<file path="src/logic/drac_pkg.sv">
// Shared types of the commit stage. RV64 only, xlen is fixed at 64
// The payload of an entry holds either a result or exception info, never both

`default_nettype none

package drac_pkg;

    // Word widths
    localparam int xlen          = 64;
    localparam int exc_cause_w   = 8;
    localparam int exc_value_w   = xlen - exc_cause_w;  // Trap value shares the payload word
    localparam int phys_reg_w    = 6;

    // Writeback ports into the graduation list
    localparam int num_scalar_wb = 2;

    // Coarse instruction classes seen by commit
    typedef enum logic [2:0] {
        alu   = 3'd0,
        load  = 3'd1,
        store = 3'd2,   // Finished at dispatch
        amo   = 3'd3,   // Finished at dispatch
        csr   = 3'd4,
        fence = 3'd5
    } instr_type_t;

    // Exception record, packed so it fills exactly one xlen word
    typedef struct packed {
        logic [exc_cause_w-1:0] cause;
        logic [exc_value_w-1:0] value;
    } exc_info_t;

    // One payload word, read as result or as exception record
    // exception_valid of the entry tells which view is live
    typedef union packed {
        logic [xlen-1:0] result;
        exc_info_t       exc;
    } gl_payload_u;

    // Graduation list entry, also used for dispatch, writeback and commit
    typedef struct packed {
        logic                  valid;
        logic [xlen-1:0]       pc;
        instr_type_t           instr_type;
        logic [phys_reg_w-1:0] old_prd;          // Previous mapping, freed at commit
        logic                  stall_csr_fence;  // Commit alone, hold successor
        logic                  exception_valid;
        gl_payload_u           payload;
    } gl_instruction_t;

endpackage

`default_nettype wire

</file>
<file path="src/logic/graduation_list.sv">
// In-order graduation list. num_entries must be a power of two, at least 4
// Writebacks to indices outside the live window are not filtered
// A branch flush assumes flush_index_i lies inside the live window

`default_nettype none

module graduation_list #(
    parameter int  num_entries = 8,
    localparam int idx_w       = $clog2(num_entries),
    localparam int cnt_w       = idx_w + 1
) (
    input  logic                                                    clk_i,
    input  logic                                                    rstn_i,

    // Dispatch at the tail
    input  drac_pkg::gl_instruction_t                               instruction_i,

    // Head read request from commit control
    input  logic                                                    read_head_i,

    // Writeback marking
    input  logic [drac_pkg::num_scalar_wb-1:0][idx_w-1:0]           instruction_writeback_i,
    input  logic [drac_pkg::num_scalar_wb-1:0]                      instruction_writeback_enable_i,
    input  drac_pkg::gl_instruction_t [drac_pkg::num_scalar_wb-1:0] instruction_writeback_data_i,

    // Flushes
    input  logic                                                    flush_i,        // Branch cut
    input  logic [idx_w-1:0]                                        flush_index_i,  // Last kept
    input  logic                                                    flush_commit_i, // Drop all

    output logic [idx_w-1:0]                                        assigned_gl_entry_o,
    output drac_pkg::gl_instruction_t                               instruction_o,
    output logic [idx_w-1:0]                                        commit_gl_entry_o,
    output logic                                                    full_o,
    output logic                                                    empty_o
);

    localparam logic [cnt_w-1:0] full_count = cnt_w'(num_entries);

    // Storage
    drac_pkg::gl_instruction_t entries [num_entries];
    logic [num_entries-1:0]    finished_q;          // Entry may leave the head

    // Pointers, count is one bit wider to tell full from empty
    logic [idx_w-1:0] head_q;
    logic [idx_w-1:0] tail_q;
    logic [cnt_w-1:0] count_q;

    logic             write_en;
    logic             read_en;
    logic             is_store_or_amo;

    // Branch flush recount
    logic [idx_w-1:0] head_adv;
    logic [idx_w-1:0] tail_cut;
    logic [idx_w-1:0] kept_span;
    logic [cnt_w-1:0] count_after_read;
    logic [cnt_w-1:0] flush_count;

    // Registered head output
    drac_pkg::gl_instruction_t out_entry_q;
    logic                      out_valid_q;

    assign full_o  = (count_q == full_count);
    assign empty_o = (count_q == '0);

    assign write_en = instruction_i.valid & ~full_o & ~flush_i & ~flush_commit_i;
    // A branch flush never removes the head, so the read may go ahead with it
    assign read_en  = read_head_i & ~empty_o & finished_q[head_q] & ~flush_commit_i;

    assign is_store_or_amo = instruction_i.instr_type inside {drac_pkg::store, drac_pkg::amo};

    assign head_adv         = head_q + idx_w'(read_en);
    assign tail_cut         = flush_index_i + idx_w'(1);
    assign kept_span        = tail_cut - head_adv;       // Modulo num_entries
    assign count_after_read = count_q - cnt_w'(read_en);

    // A zero span is either an empty window or a full one that was kept whole
    assign flush_count = ((kept_span == '0) && (count_after_read == full_count)) ?
                         full_count : {1'b0, kept_span};

    // Entry payload, written by dispatch and then by writebacks
    always_ff @(posedge clk_i) begin
        if (write_en) begin
            entries[tail_q] <= instruction_i;
        end
        for (int i = 0; i < drac_pkg::num_scalar_wb; i++) begin
            if (instruction_writeback_enable_i[i]) begin
                // Only the outcome of execution is taken from writeback
                entries[instruction_writeback_i[i]].exception_valid <=
                    instruction_writeback_data_i[i].exception_valid;
                entries[instruction_writeback_i[i]].payload <=
                    instruction_writeback_data_i[i].payload;
            end
        end
    end

    always_ff @(posedge clk_i or negedge rstn_i) begin
        if (!rstn_i) begin
            finished_q <= '0;
        end else begin
            if (write_en) begin
                finished_q[tail_q] <= is_store_or_amo;
            end
            for (int i = 0; i < drac_pkg::num_scalar_wb; i++) begin
                if (instruction_writeback_enable_i[i]) begin
                    finished_q[instruction_writeback_i[i]] <= 1'b1;
                end
            end
        end
    end

    // Head, tail and count
    always_ff @(posedge clk_i or negedge rstn_i) begin
        if (!rstn_i) begin
            head_q  <= '0;
            tail_q  <= '0;
            count_q <= '0;
        end else if (flush_commit_i) begin
            head_q  <= '0;
            tail_q  <= '0;
            count_q <= '0;
        end else if (flush_i) begin
            head_q  <= head_adv;
            tail_q  <= tail_cut;
            count_q <= flush_count;
        end else begin
            head_q  <= head_adv;
            tail_q  <= tail_q + idx_w'(write_en);
            count_q <= count_after_read + cnt_w'(write_en);
        end
    end

    // Head read shows up one cycle later
    always_ff @(posedge clk_i or negedge rstn_i) begin
        if (!rstn_i) begin
            out_valid_q <= 1'b0;
        end else begin
            out_valid_q <= read_en;
        end
    end

    always_ff @(posedge clk_i) begin
        if (read_en) begin
            out_entry_q       <= entries[head_q];
            commit_gl_entry_o <= head_q;
        end
    end

    always_comb begin
        instruction_o       = out_entry_q;
        instruction_o.valid = out_valid_q;    // Only the strobe carries state
    end

    assign assigned_gl_entry_o = tail_q;

endmodule

`default_nettype wire

</file>
<file path="src/logic/commit_control.sv">
// Commit sequencing for the graduation list head
// One instruction per cycle at most, CSR and fence instructions commit alone
// An exception at commit flushes the whole list in the same cycle

`default_nettype none

module commit_control #(
    parameter int num_entries = 8
) (
    input  logic                      clk_i,
    input  logic                      rstn_i,

    input  drac_pkg::gl_instruction_t commit_instr_i,   // Head output of the list

    output logic                      read_head_o,
    output logic                      flush_commit_o,
    output logic                      retire_o,
    output logic                      trap_o
);

    logic commit_serial;      // Serializing instruction commits this cycle
    logic serial_stall_q;     // Cycle after a serializing commit
    logic commit_exc;

    // The list depth has to wrap cleanly with its pointer width
    if ((num_entries < 4) || ((num_entries & (num_entries - 1)) != 0)) begin : g_bad_depth
        $error("commit_control: num_entries must be a power of two of at least 4");
    end

    assign commit_serial = commit_instr_i.valid & commit_instr_i.stall_csr_fence;
    assign commit_exc    = commit_instr_i.valid & commit_instr_i.exception_valid;

    // Decode the committed instruction
    assign trap_o         = commit_exc;
    assign retire_o       = commit_instr_i.valid & ~commit_instr_i.exception_valid;
    assign flush_commit_o = commit_exc;           // Full flush pulse

    always_ff @(posedge clk_i or negedge rstn_i) begin
        if (!rstn_i) begin
            serial_stall_q <= 1'b0;
        end else begin
            serial_stall_q <= commit_serial;
        end
    end

    // A read in the commit cycle of a serializing instruction would put its
    // successor on the output in the very next cycle, so that read is held too
    always_comb begin
        read_head_o = 1'b1;
        if (flush_commit_o) begin
            read_head_o = 1'b0;               // List is being emptied
        end else if (commit_serial || serial_stall_q) begin
            read_head_o = 1'b0;
        end
    end

endmodule

`default_nettype wire

</file>
<file path="src/logic/commit_csr_file.sv">
// Commit side CSRs: trap PC, cause, trap value and retired count
// Cause and trap value are zero-extended from the exception record
// No software write port, the registers only change at commit

`default_nettype none

module commit_csr_file (
    input  logic                        clk_i,
    input  logic                        rstn_i,

    input  drac_pkg::gl_instruction_t   commit_instr_i,
    input  logic                        retire_i,       // Commit without exception
    input  logic                        trap_i,         // Commit with exception

    output logic [drac_pkg::xlen-1:0]   trap_pc_o,
    output logic [drac_pkg::xlen-1:0]   trap_cause_o,
    output logic [drac_pkg::xlen-1:0]   trap_value_o,
    output logic [drac_pkg::xlen-1:0]   retired_o
);

    // Everything captured on one trap
    typedef struct packed {
        logic [drac_pkg::xlen-1:0]        pc;
        logic [drac_pkg::exc_cause_w-1:0] cause;
        logic [drac_pkg::exc_value_w-1:0] value;
    } trap_rec_t;

    trap_rec_t                 trap_q;
    trap_rec_t                 trap_nx;
    logic [drac_pkg::xlen-1:0] retired_q;

    // Exception view of the payload
    always_comb begin
        trap_nx.pc    = commit_instr_i.pc;
        trap_nx.cause = commit_instr_i.payload.exc.cause;
        trap_nx.value = commit_instr_i.payload.exc.value;
    end

    always_ff @(posedge clk_i or negedge rstn_i) begin
        if (!rstn_i) begin
            trap_q <= '0;
        end else if (trap_i) begin
            trap_q <= trap_nx;
        end
    end

    // Retired instruction counter
    always_ff @(posedge clk_i or negedge rstn_i) begin
        if (!rstn_i) begin
            retired_q <= '0;
        end else if (retire_i) begin
            retired_q <= retired_q + drac_pkg::xlen'(1);
        end
    end

    assign trap_pc_o    = trap_q.pc;
    assign trap_cause_o = drac_pkg::xlen'(trap_q.cause);
    assign trap_value_o = drac_pkg::xlen'(trap_q.value);
    assign retired_o    = retired_q;

endmodule

`default_nettype wire

</file>
<file path="src/logic/graduation_commit_top.sv">
// Commit stage: graduation list, commit control and commit CSRs
// Dispatch must not be sent while full_o is high, it is dropped otherwise

`default_nettype none

module graduation_commit_top #(
    parameter int  num_entries = 8,
    localparam int idx_w       = $clog2(num_entries)
) (
    input  logic                                                    clk_i,
    input  logic                                                    rstn_i,

    // Dispatch
    input  drac_pkg::gl_instruction_t                               dispatch_i,
    output logic [idx_w-1:0]                                        assigned_gl_entry_o,
    output logic                                                    full_o,
    output logic                                                    empty_o,

    // Writeback
    input  logic [drac_pkg::num_scalar_wb-1:0][idx_w-1:0]           wb_index_i,
    input  logic [drac_pkg::num_scalar_wb-1:0]                      wb_enable_i,
    input  drac_pkg::gl_instruction_t [drac_pkg::num_scalar_wb-1:0] wb_data_i,

    // Branch flush
    input  logic                                                    flush_i,
    input  logic [idx_w-1:0]                                        flush_index_i,

    // Commit
    output drac_pkg::gl_instruction_t                               commit_o,
    output logic [idx_w-1:0]                                        commit_gl_entry_o,
    output logic                                                    flush_commit_o,

    // Commit CSRs
    output logic [drac_pkg::xlen-1:0]                               trap_pc_o,
    output logic [drac_pkg::xlen-1:0]                               trap_cause_o,
    output logic [drac_pkg::xlen-1:0]                               trap_value_o,
    output logic [drac_pkg::xlen-1:0]                               retired_o
);

    logic read_head;
    logic retire;
    logic trap;

    graduation_list #(
        .num_entries(num_entries)
    ) u_graduation_list (
        .clk_i                          (clk_i),
        .rstn_i                         (rstn_i),
        .instruction_i                  (dispatch_i),
        .read_head_i                    (read_head),
        .instruction_writeback_i        (wb_index_i),
        .instruction_writeback_enable_i (wb_enable_i),
        .instruction_writeback_data_i   (wb_data_i),
        .flush_i                        (flush_i),
        .flush_index_i                  (flush_index_i),
        .flush_commit_i                 (flush_commit_o),
        .assigned_gl_entry_o            (assigned_gl_entry_o),
        .instruction_o                  (commit_o),         // Head output is the commit port
        .commit_gl_entry_o              (commit_gl_entry_o),
        .full_o                         (full_o),
        .empty_o                        (empty_o)
    );

    commit_control #(
        .num_entries(num_entries)
    ) u_commit_control (
        .clk_i          (clk_i),
        .rstn_i         (rstn_i),
        .commit_instr_i (commit_o),
        .read_head_o    (read_head),
        .flush_commit_o (flush_commit_o),
        .retire_o       (retire),
        .trap_o         (trap)
    );

    commit_csr_file u_commit_csr_file (
        .clk_i          (clk_i),
        .rstn_i         (rstn_i),
        .commit_instr_i (commit_o),
        .retire_i       (retire),
        .trap_i         (trap),
        .trap_pc_o      (trap_pc_o),
        .trap_cause_o   (trap_cause_o),
        .trap_value_o   (trap_value_o),
        .retired_o      (retired_o)
    );

endmodule

`default_nettype wire

</file>
<file path="config.mk">
export PLATFORM = sky130hd
export DESIGN_NAME = graduation_commit_top
export DESIGN_NICKNAME = d
export VERILOG_FILES = /design/src/logic/drac_pkg.sv /design/src/logic/graduation_list.sv /design/src/logic/commit_control.sv /design/src/logic/commit_csr_file.sv /design/src/logic/graduation_commit_top.sv
export SDC_FILE = /design/constraint.sdc
export NUM_CORES = 2
export LEC_CHECK = 0
export BUFFER_PORTS_ARGS = -buffer_cell sky130_fd_sc_hd__buf_4
export CORE_MARGIN = 5
export CORE_UTILIZATION = 55
export CTS_CLUSTER_DIAMETER = 60
export DETAILED_ROUTE_END_ITERATION = 8
export PLACE_DENSITY = 0.76
export SLEW_MARGIN = 25
export SYNTH_ARGS = -nofsm -noshare
export SYNTH_HDL_FRONTEND = slang
export SYNTH_HIERARCHICAL = 1
export SYNTH_SLANG_ARGS = --single-unit
</file>
<file path="constraint.sdc">
create_clock -name clk_i -period 11.68 [get_ports clk_i]
set_clock_uncertainty 0.2 [all_clocks]
set_input_delay 2.336 -clock clk_i [delete_from_list [all_inputs] [get_ports clk_i]]
set_output_delay 2.336 -clock clk_i [all_outputs]
set_load 0.05 [all_outputs]
</file>
**After elaboration in Yosys (flattened, before gate mapping)**

Memories as Yosys holds them, arrays and structs flattened. A register that Yosys moved wholly into a read port is not among the register bits.
Index checks and enable logic that the tools add are counted.

- Logic and storage cells: 80
- Output and inout port bits: 405
- Register bits: 215
- Memories: 1
- RAM bits: 1120
- Bits of input ports: 434

Memories:

| memory | depth | width | rd ports | clocked after Yosys merged registers in | wr ports | RTL line | text |
|---|---|---|---|---|---|---|---|
| u_graduation_list.entries | 8 | 140 | 1 | 1 | 3 | graduation_list.sv:41 | `drac_pkg::gl_instruction_t entries [num_entries];` |

- Muxes and demuxes: 26
- Add/sub/neg operators: 7
- Bitwise gates (word level): 16
- Reductions and logical operators: 8
- Equality and inequality tests: 4
- $lt $le $gt $ge: 7

Operators with widths:

| operator | number |
|---|---|
| 64-bit by 1-bit adder with 64-bit output, second input constant | 1 |
| 8-bit 2-to-1 mux | 3 |
| 3-bit by 4-bit less-than comparator with 1-bit output, second input constant | 4 |
| 8-bit OR | 2 |
| 1-bit 2-to-1 mux | 12 |
| 4-bit 2-to-1 mux | 3 |
| 1-bit AND | 9 |
| 1-bit demux with 3-bit select | 3 |
| 3-bit by 1-bit >= comparator with 1-bit output, second input constant | 3 |
| 3-bit 2-to-1 mux | 3 |
| 8-bit bitwise mux | 1 |
| 4-bit equality test, second input constant | 2 |
| 3-bit by 1-bit adder with 3-bit output | 2 |
| 3-bit by 2-bit equality test with 1-bit output, second input constant | 2 |
| 1-bit NOT | 5 |
| 4-bit by 1-bit adder with 4-bit output | 1 |
| 1-bit logical AND | 4 |
| 4-bit logical NOT | 1 |
| 4-bit by 1-bit subtractor with 4-bit output | 1 |
| 3-bit by 1-bit adder with 3-bit output, second input constant | 1 |
| 1-bit binary-select mux with 3-bit select | 1 |
| 3-bit logical NOT | 1 |
| 3-bit subtractor | 1 |
| 2-bit nonzero test | 1 |
| 1-bit logical OR | 1 |

**Longest topological paths before layout**

- Depth in word-level cells: 14
- Gate-level depth with buffers: 14
- Gate-level depth less buffers: 12

**Modules after synthesis**

The synthesis kept the hierarchy.

Modules (own cells, without submodules):

| module | seq. area each (µm²) | cells an instance | times used | area each (µm²) |
|---|---|---|---|---|
| graduation_list | 38131.6 | 3957 | 1 | 58253.4 |
| commit_csr_file | 4804.6 | 600 | 1 | 8091.5 |
| commit_control | 25.0 | 7 | 1 | 66.3 |

**Worst setup path before layout**

Ideal clock, no wire load.

- Path type: reg2reg
- From: register u_graduation_list.head_q[1]
- To: register u_graduation_list.count_q[3]
- Required time: 11.379 ns
- Setup slack: 1.522 ns
- Period minus slack after synthesis: 10.158 ns
- Arrival: 9.857 ns
- Cell stages (with the launch flop): 15
- Library setup time: 0.101 ns
- Buffers on the path: 3
- Path through: dfrtp_1 clkbuf_1 clkbuf_1 buf_1 mux4_2 nor2_1 nor2_1 ha_1 ha_1 inv_1 fa_1 nor2_1 nand3_1 or4_1 o32ai_1

- Word-level cells in the longest chain between the ends: 11
- Elaborated cells between the ends (all ways): 14
- Classes of those cells: add/sub: 4; eq/ne: 1; mux: 5; bitwise: 2; reduce/logical: 2

RTL lines:

| element | RTL line | text |
|---|---|---|
| from (decl) | graduation_list.sv:45 | `logic [idx_w-1:0] head_q;` |
| from (signal assigned) | graduation_list.sv:124 | `head_q <= head_adv;` |
| from (signal assigned) | graduation_list.sv:128 | `head_q <= head_adv;` |
| 1-bit binary-select mux with 3-bit select (*) | graduation_list.sv:69 | `assign read_en = read_head_i & ~empty_o & finished_q[head_q] & ~flush_commit_i;` |
| 1-bit 2-to-1 mux (not written as such) (*) | graduation_list.sv:69 |  |
| 1-bit AND (*) (2 in series) | graduation_list.sv:69 |  |
| net u_graduation_list.read_en | graduation_list.sv:50 | `logic read_en;` |
| 3-bit by 1-bit adder with 3-bit output | graduation_list.sv:73 | `assign head_adv = head_q + idx_w'(read_en);` |
| 3-bit subtractor | graduation_list.sv:75 | `assign kept_span = tail_cut - head_adv;` |
| 3-bit logical NOT | graduation_list.sv:79 | `assign flush_count = ((kept_span == '0) && (count_after_read == full_count)) ?` |
| 1-bit logical AND | graduation_list.sv:79 |  |
| 4-bit 2-to-1 mux | graduation_list.sv:79 |  |
| 4-bit 2-to-1 mux (*) | graduation_list.sv:123 | `end else if (flush_i) begin` |
| 4-bit 2-to-1 mux (*) | graduation_list.sv:119 | `end else if (flush_commit_i) begin` |
| to (signal assigned) | graduation_list.sv:126 | `count_q <= flush_count;` |
| to (signal assigned) | graduation_list.sv:130 | `count_q <= count_after_read + cnt_w'(write_en);` |
| to (decl) | graduation_list.sv:47 | `logic [cnt_w-1:0] count_q;` |

The timed path passes the listed nets; every way through them passes the cells marked *. The select of a mux whose other input is x is not followed.
A chain may end at the register's enable or synchronous reset.

==> flow_summary.json <==
{
  "pin_count": 839,
  "final_cells": 6707,
  "place_hpwl_mm": 108,
  "yosys-top-cells-area": "edfxtp_1, mux4_2, dfrtp_1, mux2_2, a21oi_1",
  "antenna_found_initial": 49,
  "path_clk_slew_ps": 60,
  "worst_ir_drop_vdd_v": 0.000426,
  "power_density_nw_per_um2": 246,
  "layout_commonest_cell": "edfxtp_1",
  "clockBufferDepth": 3,
  "area_growth_pct": 15.8,
  "critPathCaptureType": "flop",
  "clk_latency_ps": 780,
  "worstSetupPathType": "primary input to flop",
  "hold_class": "flop to flop",
  "period_share": 0.472,
  "final-max-slew-violation-count": 0,
  "grt_util_all_layers": 0.305,
  "holdPathStages": 1,
  "yosys.area.top_type": "edfxtp_1",
  "synth_edf_count": 1254,
  "yosys_warnings": 6,
  "core_sq_um": 120000,
  "syn_inst": 4564,
  "num_rows": 127,
  "grt_start_max_net_pins": 144,
  "tightest_slew_ps": 1140,
  "pre_cts_ws_ps": 5470,
  "synth_ff_type": "edfxtp_1",
  "viasPerCell": 6.63,
  "final_hold_viol_count": 0,
  "worst_ep_required_time_ps": 11860,
  "tritoncts": "done",
  "grt_pass1_wl_mm": 286,
  "slew_headroom": 0.239,
  "drt_pass1_iterations": 7,
  "status": "complete, no violations",
  "die-height_um": 357,
  "setup_viol": 0,
  "avgRoutedWirePerCell_um": 29.7,
  "cts.sinks": 1466,
  "cp_data_arrival_time_ps": 5690,
  "drt_first_iter_violations": 5618,
  "worst-r2r-cell-count": 6,
  "postSynthAreaPerCell_sq_um": 14.6,
  "ant_nets": 0,
  "cts_hold_buffers": 0,
  "fmaxAchievable_mhz": 181,
  "cts-buffers-inserted": 157,
  "die_area_sq_um": 128000,
  "cts_setup_buffers": 0,
  "first_global_vias": 44300,
  "ys_ff_latch": 1466,
  "ys_seq_area_frac": 0.647,
  "critPathMaxFanout": 57,
  "synth_top_cell_area_share": 0.567,
  "start_util": 0.554,
  "dpl_cell_area_sq_um": 71700,
  "synth_area_sq_um": 66400,
  "drive_gt1_frac": 0.303,
  "power_leakage_nw": 27.1,
  "die_x_um": 357,
  "route.vias.total": 44400,
  "ys_types": 60,
  "rsz0062_at_grt": "no",
  "drc": 0,
  "finish.utilization": 0.641,
  "drt_wl_total_mm": 199,
  "post_cts_resized": 0,
  "fillers": 8322,
  "period_needed_ps": 5520,
  "dp.cells": 6372,
  "htree_levels": 4,
  "mostFrequentLayoutCells": "edfxtp_1, buf_4, nor2_1",
  "place.gp.congestion": 0.823,
  "start_kind": "primary input",
  "finalInstanceArea_sq_um": 76900,
  "setup_tns_ps": 0,
  "fin_nets": 5366,
  "setup_slack_ps": 6160,
  "port_buffers": 624,
  "drv_cap": 0,
  "cts-root-buf": "clkbuf_16",
  "synthArstFlopShare": 0.145,
  "overflow": 0
}
-- through the flow --
step | total power (W) | hold slack, ps
2_1_floorplan | 0.0121 | 223
3_3_place_gp | 0.0140 | 264
3_5_place_dp | 0.0141 | 263
4_1_cts | 0.0190 | 275
5_1_grt | 0.0196 | 291
6_report | 0.0189 | 275
-- where the power goes --
part | internal (W) | switching, W
clock network | 0.00276 | 0.00208
logic | 0.00237 | 0.00429
registers | 0.00685 | 0.000573
-- metal layers --
metal  vias up  share of wire  global-route usage
met1     21700           0.34               0.383
met3       709           0.14               0.102
met5         -         0.0010                   0
met4        32          0.042               0.137
li1      18500              -                   -
met2      3464           0.47               0.486
-- state kept, by name, summed over array words and instances (netlist names), 4 cells and up --
| signal | cells |
|---|---|
| u_commit_csr_file/trap_cause_o | 8 |
| u_commit_csr_file/trap_value_o | 56 |
| u_graduation_list/instruction_o | 139 |
| u_graduation_list/finished_q | 8 |
| u_commit_csr_file/trap_pc_o | 64 |
| u_graduation_list/count_q | 4 |
| u_graduation_list/entries | 1112 |
| u_commit_csr_file/retired_o | 64 |
-- final cells by class --
type                       instances  area, sq um  share of cell area
antenna                           40          100             0.00130
clock buffer                     217         4340              0.0564
clock inverter                    77          757             0.00984
sequential                      1466        43000               0.559
timing repair buffer             698         5310              0.0690
multi-input combinational       2573        21300               0.277
tap                             1612         2020              0.0262
inverter                          24          100             0.00130
-- final timing paths --
kind,slack (ps),startpoint,end
worst min-delay path,280,u_commit_csr_file/retired_o[63],u_commit_csr_file/retired_o[63]
min in group asynchronous,1270,rstn_i,u_commit_csr_file/trap_pc_o[37]
worst min register to register,280,u_commit_csr_file/retired_o[63],u_commit_csr_file/retired_o[63]
worst max-delay path,6160,wb_enable_i[1],u_graduation_list/entries[6][51]
worst max register to register,7330,u_graduation_list/instruction_o[64],u_graduation_list/entries[2][67]
max in group asynchronous,8840,rstn_i,u_commit_csr_file/trap_value_o[28]
-- cells in the mapped netlist, types with 10 or more instances --
| cell | instances |
|---|---|
| edfxtp_1 | 1254 |
| nor2_1 | 559 |
| a21oi_1 | 521 |
| clkbuf_1 | 321 |
| mux4_2 | 279 |
| mux2_2 | 268 |
| a22oi_1 | 260 |
| a32oi_1 | 260 |
| dfrtp_1 | 212 |
| buf_1 | 106 |
| buf_4 | 80 |
| nor2b_1 | 72 |
| nand2_1 | 48 |
| buf_2 | 46 |
| nand3_1 | 37 |
| xnor2_1 | 35 |
| xor2_1 | 35 |
| inv_1 | 23 |
| nand4_1 | 22 |
| nor3_1 | 19 |
| buf_6 | 11 |
| ha_1 | 11 |
| nor4_1 | 10 |
-- critical path, cell delays in order --
cell	delay, ps
buf_4	140
nor2b_1	610
nand3_4	850
nand3_4	790
buf_4	870
-- cell families (layout without fill, tap and decap cells) --
logic type               count (synthesis)  count (layout)  share of synthesized area
AO/OA/AOI/OAI                         1055            1055                      0.105
adder cells (fa/ha/maj)                 12              12                    0.00237
XOR/XNOR                                71              71                    0.00957
other                                    1             104                  0.0000565
buffers and inverters                  588            1016                     0.0399
multiplexers                           551             551                      0.141
flip-flops                            1466            1466                      0.647
AND/OR/NAND/NOR                        820             820                     0.0557
No activity file was read; power rests on OpenSTA's default activity.
